File: src/rtl/fleet_macros.svh
`ifndef FLEET_MACROS_SVH
`define FLEET_MACROS_SVH

// Square board, cells 0 .. BOARD_SIZE-1 on each axis
`define BOARD_SIZE 10

// One coordinate, wide enough for BOARD_SIZE-1
`define COORD_W 4

// Largest piece is the carrier
`define MAX_CELLS 5

// Records stored per player
`define FLEET_SLOTS 11

// Slot index and fill count width, must hold FLEET_SLOTS itself
`define SLOT_W 4

`endif

File: src/rtl/fleetPkg.sv
`default_nettype none

`include "fleet_macros.svh"

package fleetPkg;

	// Ship kinds, smallest first
	typedef enum logic [2:0]
	{
		submarine,
		cruiser,
		seaplane,
		battleship,
		carrier
	} shipKind;

	typedef enum logic [1:0]
	{
		resAccepted,
		resOutOfBounds,
		resOverlap,
		resFleetFull
	} placeResult;

	typedef enum logic [2:0]
	{
		stIdle,
		stShape,
		stScan,
		stSave,
		stAck
	} ctrlState;

	// One board square
	typedef struct packed
	{
		logic [`COORD_W-1:0] x;
		logic [`COORD_W-1:0] y;
	} gridCell;

	// Cells at index count and above are zero
	typedef struct packed
	{
		shipKind                   kind;
		logic [2:0]                count;
		gridCell [`MAX_CELLS-1:0]  cells;
	} pieceRecord;

	// Direction 0 is horizontal and 1 is vertical
	typedef struct packed
	{
		logic                player;
		shipKind             kind;
		logic [`COORD_W-1:0] x;
		logic [`COORD_W-1:0] y;
		logic                direction;
		logic [1:0]          orientation;
	} placeRequest;

	// Wishbone classic write-only slave port
	typedef struct packed
	{
		logic        cyc;
		logic        stb;
		placeRequest data;
	} wbMaster;

	typedef struct packed
	{
		logic       ack;
		placeResult data;
	} wbSlave;

endpackage

`default_nettype wire

File: src/rtl/shapeGenerator.sv
`default_nettype none

`include "fleet_macros.svh"

module shapeGenerator import fleetPkg::*;
(
	input  placeRequest request,
	output pieceRecord  piece,
	output logic        fits
);

	// Signed step from the anchor, room for -1 and 15+4
	typedef logic signed [`COORD_W+1:0] coordStep;

	coordStep dx [`MAX_CELLS];
	coordStep dy [`MAX_CELLS];
	coordStep px [`MAX_CELLS];
	coordStep py [`MAX_CELLS];
	logic [2:0] lineLength;
	logic [2:0] cellCount;

	always_comb
	begin
		case (request.kind)
			carrier:    lineLength = 3'd5;
			battleship: lineLength = 3'd4;
			cruiser:    lineLength = 3'd2;
			default:    lineLength = 3'd1;
		endcase
	end

	// ********************************************************************
	// Offsets per kind
	// ********************************************************************

	always_comb
	begin
		cellCount = lineLength;
		for (int i = 0; i < `MAX_CELLS; i++)
		begin
			dx[i] = '0;
			dy[i] = '0;
			if (i < lineLength)
			begin
				if (request.direction)
					dy[i] = coordStep'(i);
				else
					dx[i] = coordStep'(i);
			end
		end

		// Seaplane shape is picked by orientation alone, cell 0 is the anchor
		if (request.kind == seaplane)
		begin
			cellCount = 3'd3;
			case (request.orientation)
				2'd0:
				begin
					dx[1] = coordStep'(1);
					dy[1] = coordStep'(1);
					dx[2] = coordStep'(2);
				end
				2'd1:
				begin
					dx[1] = coordStep'(1);
					dy[1] = -coordStep'(1);
					dx[2] = coordStep'(2);
				end
				2'd2:
				begin
					dx[1] = coordStep'(1);
					dy[1] = coordStep'(1);
					dy[2] = coordStep'(2);
				end
				default:
				begin
					dx[1] = -coordStep'(1);
					dy[1] = coordStep'(1);
					dy[2] = coordStep'(2);
				end
			endcase
		end
	end

	// ********************************************************************
	// Cell positions and bounds
	// ********************************************************************

	always_comb
	begin
		fits = 1'b1;
		piece.kind = request.kind;
		piece.count = cellCount;
		for (int i = 0; i < `MAX_CELLS; i++)
		begin
			px[i] = coordStep'({2'b00, request.x}) + dx[i];
			py[i] = coordStep'({2'b00, request.y}) + dy[i];
			if (i < cellCount)
			begin
				if (px[i] < 0 || px[i] >= `BOARD_SIZE || py[i] < 0 || py[i] >= `BOARD_SIZE)
					fits = 1'b0;
				piece.cells[i].x = px[i][`COORD_W-1:0];
				piece.cells[i].y = py[i][`COORD_W-1:0];
			end
			else
			begin
				piece.cells[i] = '0;
			end
		end
	end

endmodule

`default_nettype wire

File: src/rtl/overlapChecker.sv
`default_nettype none

`include "fleet_macros.svh"

module overlapChecker import fleetPkg::*;
(
	input  pieceRecord candidate,
	input  pieceRecord stored,
	output logic       hit
);

	logic candidateUsed;
	logic storedUsed;

	// Every used candidate cell against every used stored cell
	always_comb
	begin
		hit = 1'b0;
		candidateUsed = 1'b0;
		storedUsed = 1'b0;
		for (int i = 0; i < `MAX_CELLS; i++)
		begin
			candidateUsed = i < candidate.count;
			for (int j = 0; j < `MAX_CELLS; j++)
			begin
				storedUsed = j < stored.count;
				// Zero padding cells would alias square (0,0)
				if (candidateUsed && storedUsed && candidate.cells[i] == stored.cells[j])
					hit = 1'b1;
			end
		end
	end

endmodule

`default_nettype wire

File: src/rtl/fleetMemory.sv
`default_nettype none

`include "fleet_macros.svh"

module fleetMemory import fleetPkg::*;
(
	input  logic               clk,
	input  logic               reset,
	input  logic               readPlayer,
	input  logic [`SLOT_W-1:0] readSlot,
	input  logic               append,
	input  logic               appendPlayer,
	input  pieceRecord         record,
	output pieceRecord         readData,
	output logic [`SLOT_W-1:0] countOne,
	output logic [`SLOT_W-1:0] countTwo
);

	// Bank 0 is player one, bank 1 player two
	pieceRecord bank [2][`FLEET_SLOTS];

	logic [`SLOT_W-1:0] writeSlot;

	// Next free slot of the bank being written
	assign writeSlot = appendPlayer ? countTwo : countOne;

	always_ff @(posedge clk)
	begin
		if (reset)
		begin
			countOne <= '0;
			countTwo <= '0;
		end
		else if (append)
		begin
			if (appendPlayer)
				countTwo <= countTwo + 1'b1;
			else
				countOne <= countOne + 1'b1;
		end
	end

	always_ff @(posedge clk)
	begin
		if (append)
			bank[appendPlayer][writeSlot] <= record;
		readData <= bank[readPlayer][readSlot];
	end

	// Controller must turn a full fleet away before the save step
	appendNotFull: assert property (@(posedge clk) disable iff (reset)
		append |-> writeSlot < `FLEET_SLOTS);

endmodule

`default_nettype wire

File: src/rtl/placementController.sv
`default_nettype none

`include "fleet_macros.svh"

module placementController import fleetPkg::*;
(
	input  logic               clk,
	input  logic               reset,
	input  wbMaster            bus,
	input  pieceRecord         piece,
	input  logic               fits,
	input  pieceRecord         readData,
	input  logic               hit,
	input  logic [`SLOT_W-1:0] countOne,
	input  logic [`SLOT_W-1:0] countTwo,
	output wbSlave             reply,
	output placeRequest        request,
	output logic               readPlayer,
	output logic [`SLOT_W-1:0] readSlot,
	output logic               append,
	output logic               appendPlayer
);

	ctrlState state;
	placeResult result;

	// Slot whose record is on readData during stScan
	logic [`SLOT_W-1:0] scanSlot;
	logic [`SLOT_W-1:0] fillCount;
	logic fleetFull;
	logic lastSlot;
	logic busRequest;

	assign busRequest = bus.cyc && bus.stb;
	assign fillCount = request.player ? countTwo : countOne;
	assign fleetFull = fillCount == `FLEET_SLOTS;
	assign lastSlot = (scanSlot + 1'b1) == fillCount;

	// ********************************************************************
	// Memory and bus side
	// ********************************************************************

	// Slot 0 goes out in stShape and each later slot one cycle ahead of its compare
	assign readPlayer = request.player;
	assign readSlot = (state == stScan) ? scanSlot + 1'b1 : '0;

	assign append = state == stSave;
	assign appendPlayer = request.player;

	assign reply = '{ack: state == stAck, data: result};

	// ********************************************************************
	// State machine
	// ********************************************************************

	always_ff @(posedge clk)
	begin
		if (reset)
		begin
			state <= stIdle;
		end
		else
		begin
			case (state)
				stIdle:
				begin
					if (busRequest)
						state <= stShape;
				end
				stShape:
				begin
					if (!fits || fleetFull)
						state <= stAck;
					else if (fillCount == '0)
						state <= stSave;
					else
						state <= stScan;
				end
				stScan:
				begin
					// Stop at the first hit
					if (hit)
						state <= stAck;
					else if (lastSlot)
						state <= stSave;
				end
				stSave:
					state <= stAck;
				default:
					state <= stIdle;
			endcase
		end
	end

	// Request, scan index and result
	always_ff @(posedge clk)
	begin
		case (state)
			stIdle:
			begin
				if (busRequest)
					request <= bus.data;
			end
			stShape:
			begin
				scanSlot <= '0;
				if (!fits)
					result <= resOutOfBounds;
				else if (fleetFull)
					result <= resFleetFull;
			end
			stScan:
			begin
				if (hit)
					result <= resOverlap;
				else
					scanSlot <= scanSlot + 1'b1;
			end
			stSave:
				result <= resAccepted;
			default:
			begin
			end
		endcase
	end

	// Ack only answers a live cycle and lasts one clock
	ackUnderStrobe: assert property (@(posedge clk) disable iff (reset)
		reply.ack |-> busRequest);

	ackSinglePulse: assert property (@(posedge clk) disable iff (reset)
		reply.ack |=> !reply.ack);

	// Scanned records come from filled slots
	scanFilledSlot: assert property (@(posedge clk) disable iff (reset)
		state == stScan |-> readData.count != '0);

endmodule

`default_nettype wire

File: src/rtl/fleetValidator.sv
`default_nettype none

`include "fleet_macros.svh"

module fleetValidator import fleetPkg::*;
(
	input  logic    clk,
	input  logic    reset,
	input  wbMaster bus,
	output wbSlave  reply
);

	placeRequest request;
	pieceRecord piece;
	pieceRecord readData;
	logic fits;
	logic hit;
	logic readPlayer;
	logic [`SLOT_W-1:0] readSlot;
	logic append;
	logic appendPlayer;
	logic [`SLOT_W-1:0] countOne;
	logic [`SLOT_W-1:0] countTwo;

	// Candidate piece from the held request
	shapeGenerator u_shape
	(
		.request (request),
		.piece   (piece),
		.fits    (fits)
	);

	overlapChecker u_overlap
	(
		.candidate (piece),
		.stored    (readData),
		.hit       (hit)
	);

	fleetMemory u_memory
	(
		.clk          (clk),
		.reset        (reset),
		.readPlayer   (readPlayer),
		.readSlot     (readSlot),
		.append       (append),
		.appendPlayer (appendPlayer),
		.record       (piece),
		.readData     (readData),
		.countOne     (countOne),
		.countTwo     (countTwo)
	);

	placementController u_control
	(
		.clk          (clk),
		.reset        (reset),
		.bus          (bus),
		.piece        (piece),
		.fits         (fits),
		.readData     (readData),
		.hit          (hit),
		.countOne     (countOne),
		.countTwo     (countTwo),
		.reply        (reply),
		.request      (request),
		.readPlayer   (readPlayer),
		.readSlot     (readSlot),
		.append       (append),
		.appendPlayer (appendPlayer)
	);

endmodule

`default_nettype wire

File: config.mk
export PLATFORM = sky130hd
export DESIGN_NAME = fleetValidator
export DESIGN_NICKNAME = d
export VERILOG_FILES = /design/src/rtl/fleetPkg.sv /design/src/rtl/shapeGenerator.sv /design/src/rtl/overlapChecker.sv /design/src/rtl/fleetMemory.sv /design/src/rtl/placementController.sv /design/src/rtl/fleetValidator.sv
export VERILOG_INCLUDE_DIRS = /design/src /design/src/rtl
export SDC_FILE = /design/constraint.sdc
export NUM_CORES = 1
export LEC_CHECK = 0
export BUFFER_PORTS_ARGS = -buffer_cell sky130_fd_sc_hd__buf_4
export CAP_MARGIN = 10
export CORE_MARGIN = 10
export CORE_UTILIZATION = 50
export DETAILED_ROUTE_END_ITERATION = 10
export GPL_TIMING_DRIVEN = 0
export PLACE_DENSITY_LB_ADDON = 0.2
export RECOVER_POWER = 50
export SLEW_MARGIN = 30
export SYNTH_ARGS = -nofsm -noshare
export SYNTH_HDL_FRONTEND = slang
export SYNTH_SLANG_ARGS = --single-unit
File: constraint.sdc
create_clock -name clk -period 8.25 [get_ports clk]
set_clock_uncertainty 0.05 [all_clocks]
set_input_delay 0 -clock clk [delete_from_list [all_inputs] [get_ports clk]]
set_output_delay 0 -clock clk [all_outputs]
set_load 0.02 [all_outputs]
==> metrics.txt <==
Initial Util=0.504; crit-path max FO=10; number of I/O pins=22; Root Buffer=clkbuf_16; r2r setup slk=2.07 ns; worst r2r src=u_control.request[12]; setup_tns=0 ns; syn nets=approximately 2500; detailed placement HPWL=~81000 um; DRC violations left=0; final hold viol count=0; synth warn=0; dpl cell area=about 46000 um2; crit path launch type=flop; die width=between 300 and 400 um; core area=83700 um2; Die H=310 um; buffers added on ports=20; H-tree depth=3; CTS clk-pin slew, worst paths=0.06 ns; crit-path max cell delay=0.65 ns; RSZ-0062 raised after global routing=false; Routed WL per cell=just over 30 um; area of the mapped netlist=42200 um2; Crit Path Class=flop to flop; Inserted Clock Buffers=102; number of max-cap violations=9; FF/Latch Area=30100 um2; EDFF count, synth=967; Core Util, Final=0.577; Net Sw Frac=0.219; WP buf/inv=4; DR pass1 iterations=5; crit end category=flop; Nets=2694; Num Clock Sinks=a little over 1000; fin crit share=0.749; Most common cell on crit path=clkbuf_1; largest net degree at the start of global routing=30; dominant synthesized flop cell=edfxtp_1; Syn Inst Count=2429; crit path from=u_control.request[12]; Global Route met3 Usage=0.0448; fmax=roughly 160 MHz; vias in the first global route=24200; postcts setup bufs=0; RD Place Congestion=0.929; fillers=6274; initial antenna violation count=1; fraction of registers with async set/reset=0; grt ovf=0; delay-heaviest family, CP=simple AND/OR/NAND/NOR gates; Worst Path Required=about 8.6 ns; clock buffer depth=3; first-pass GRT wire length=approximately 170000 um; relative slew slack=-0.306; row cnt=about 110; failing checks=max-capacitance violations, max-slew violations; Switch Pwr=2.42 mW; Pwr Density=229 nW/um2; min-delay worst type=input pin to flop; worst setup path end=u_control.scanSlot[0]; CP max-delay cell=clkbuf_1; Final Max Slew Viols=~110; sequential fraction of the synthesis area=0.714; final setup fails=0; Top Usage Layer GRT=met2; CTS tree=built; r2r endpoint=u_control.scanSlot[0]; GRT Util Overall=0.245; Final Power=11.0 mW; Post-Route WL=117000 um; area occupied by multi-input gates=11300 um2; Routed Antenna Nets=0; Max rail drop VDD=0.161 mV; worst slack, placed=around 2.7 ns; status=finished, violations left; Mapped Avg Cell Area=17.4 um2; Final WS setup=2.07 ns; Sequential Power Share=0.520; internal power=8.62 mW; crit path time final=6.18 ns; Synth-to-Final Area Change=14.5%; GR Layer Usage met1=0.348; WP depth=16; Reg2Reg Depth=16; Worst Path Arrival=6.50 ns; worst slew pin tran=1.95 ns; layout cells sized above 1=0.195; Synth Register Bits=1022; worst-skew pair later-pin latency=0.67 ns; die area=96400 um2; met2 usage=0.378; clock power share=0.411; Static Leak=15.7 nW; drt initial violations=about 2600; Cell Chain, Critical Path=clkbuf_1 -> nor3b_1 -> clkbuf_1 -> clkbuf_1 -> nand2_1 -> o21ai_0 -> ha_1 -> fa_1 -> clkbuf_1 -> xor2_1 -> nor4_1 -> o211a_1 -> a2111o_1 -> or4_1 -> or3_4 -> nand2_1; Comb power frac=0.070; fin area=48300 um2; vias per cell=6.09; routed vias=23500; Synth cell types=between 70 and 80
per-layer routing:
layer  wire, um  vias to the layer above
li1           -                     9965
met1      48900                    12400
met2      54400                     1031
met3       9410                      178
met4       3910                        0
met5          0                        -
logic make-up after synthesis:
group                    synth area share
flip-flops                          0.714
AND/OR/NAND/NOR                    0.0606
multiplexers                        0.128
buffers and inverters              0.0198
AO/OA/AOI/OAI                      0.0315
XOR/XNOR                           0.0365
adder cells (fa/ha/maj)           0.00931
power groups by stage:
stage / Combinational [mW] / Sequential [mW] / Clock, mW
final: 0.769 / 5.74 / 4.54
after global routing: 0.820 / 5.74 / 4.83
after CTS: 0.764 / 5.74 / 4.61
after detailed placement: 0.750 / 5.85 / 0
after global placement: 0.723 / 5.85 / 0
after floorplan: 0.506 / 5.84 / 0
cells in the mapped netlist (4+ instances only):
| library cell | number | area [um2] |
|---|---|---|
| nor3b_1 | 4 | 30.0 |
| mux2_2 | 46 | 518 |
| o21ai_0 | 61 | 305 |
| xor2_1 | 65 | 569 |
| edfxtp_1 | 967 | 29000 |
| a21o_1 | 7 | 52.6 |
| a21oi_1 | 19 | 95.1 |
| buf_2 | 25 | 125 |
| nor2b_1 | 9 | 56.3 |
| nand2_1 | 198 | 743 |
| nor4_1 | 16 | 100 |
| or4_1 | 5 | 37.5 |
| nand4_1 | 15 | 93.8 |
| nand2b_1 | 4 | 25.0 |
| o221ai_1 | 7 | 61.3 |
| or3_1 | 11 | 68.8 |
| clkbuf_1 | 126 | 473 |
| a31oi_1 | 9 | 56.3 |
| nor2_1 | 69 | 259 |
| nand3_1 | 156 | 781 |
| o22ai_1 | 4 | 25.0 |
| fa_1 | 4 | 80.1 |
| xnor2_1 | 100 | 876 |
| a2111oi_0 | 4 | 35.0 |
| and2_1 | 11 | 68.8 |
| ha_1 | 25 | 313 |
| a22oi_1 | 45 | 338 |
| dfxtp_1 | 55 | 1100 |
| mux2i_1 | 4 | 40.0 |
| mux4_2 | 215 | 4840 |
| o211ai_1 | 4 | 30.0 |
| inv_1 | 32 | 120 |
| nor3_1 | 17 | 85.1 |
| buf_1 | 18 | 67.6 |
state kept, by name, indices dropped and copies added, names as in the netlist, named ones only:
signal and count:
u_memory.countOne 4, u_control.request 14, u_memory.bank 946, u_memory.countTwo 4, u_control.scanSlot 4, u_control.result 2, u_control.appendPlayer 1, u_control.state 3
u_memory.readData 43
layout by cell type (no fill, tap or decap), drive strengths merged, types with 11 or more instances in the layout:
cell and count:
clkbuf 340, nor2 72, mux4 215, xor2 65
nand4 15, nor3 18, nand3 156, a22oi 45
mux2 46, edfxtp 967, buf 58, and2 11
dlygate4sd3 32, or3 12, o21ai 61, dfxtp 55
inv 37, ha 25, nor4 16, clkinv 35
nand2 198, xnor2 101, a21oi 20
worst min-delay path by stage:
stage                       start                     end  slack, ns  depth (start not counted)
after floorplan           bus[14]  u_control.appendPlayer       0.05                          0
after global placement     bus[5]    u_control.request[5]       0.13                          1
after detailed placement   bus[6]    u_control.request[6]       0.13                          1
after CTS                 bus[14]  u_control.appendPlayer       0.02                          2
after global routing      bus[14]  u_control.appendPlayer       0.09                          2
final                     bus[14]  u_control.appendPlayer       0.07                          2
worst register-to-register path: cells and delay by family, from the launching register on:
| family | cells | cell delay (ns) |
|---|---|---|
| buffers and inverters | 4 | 1.87 |
| AOI/OAI and AO/OA | 3 | 0.66 |
| adders and majority gates | 2 | 0.65 |
| xor gates and xnor gates | 1 | 0.26 |
| DFF | 1 | 0.40 |
| and+or+nand+nor | 6 | 2.00 |
through the flow:
| step | std cells | hold WS, ns |
|---|---|---|
| floorplan | 2429 | 0.0489 |
| global placement | 3583 | 0.130 |
| detailed placement | 3642 | 0.130 |
| CTS | 3865 | 0.0191 |
| global route | 3867 | 0.0886 |
| finish | 3868 | 0.0660 |
final cells by class:
class / count / area share
inverter: 34 / 0.00264
multi-input combinational: 1200 / 0.235
sequential: 1022 / 0.624
tap: 1134 / 0.0294
clock inverter: 47 / 0.00873
buffer: 173 / 0.0147
timing repair buffer: 113 / 0.0260
clock buffer: 144 / 0.0601
antenna: 1 / 0.0000518
repair_timing:
action                    in CTS  in global routing
hold buffers                  32                  0
resized for setup              0                  0
hold endpoints to repair      35                  0
(Power assumes the default switching activity.)
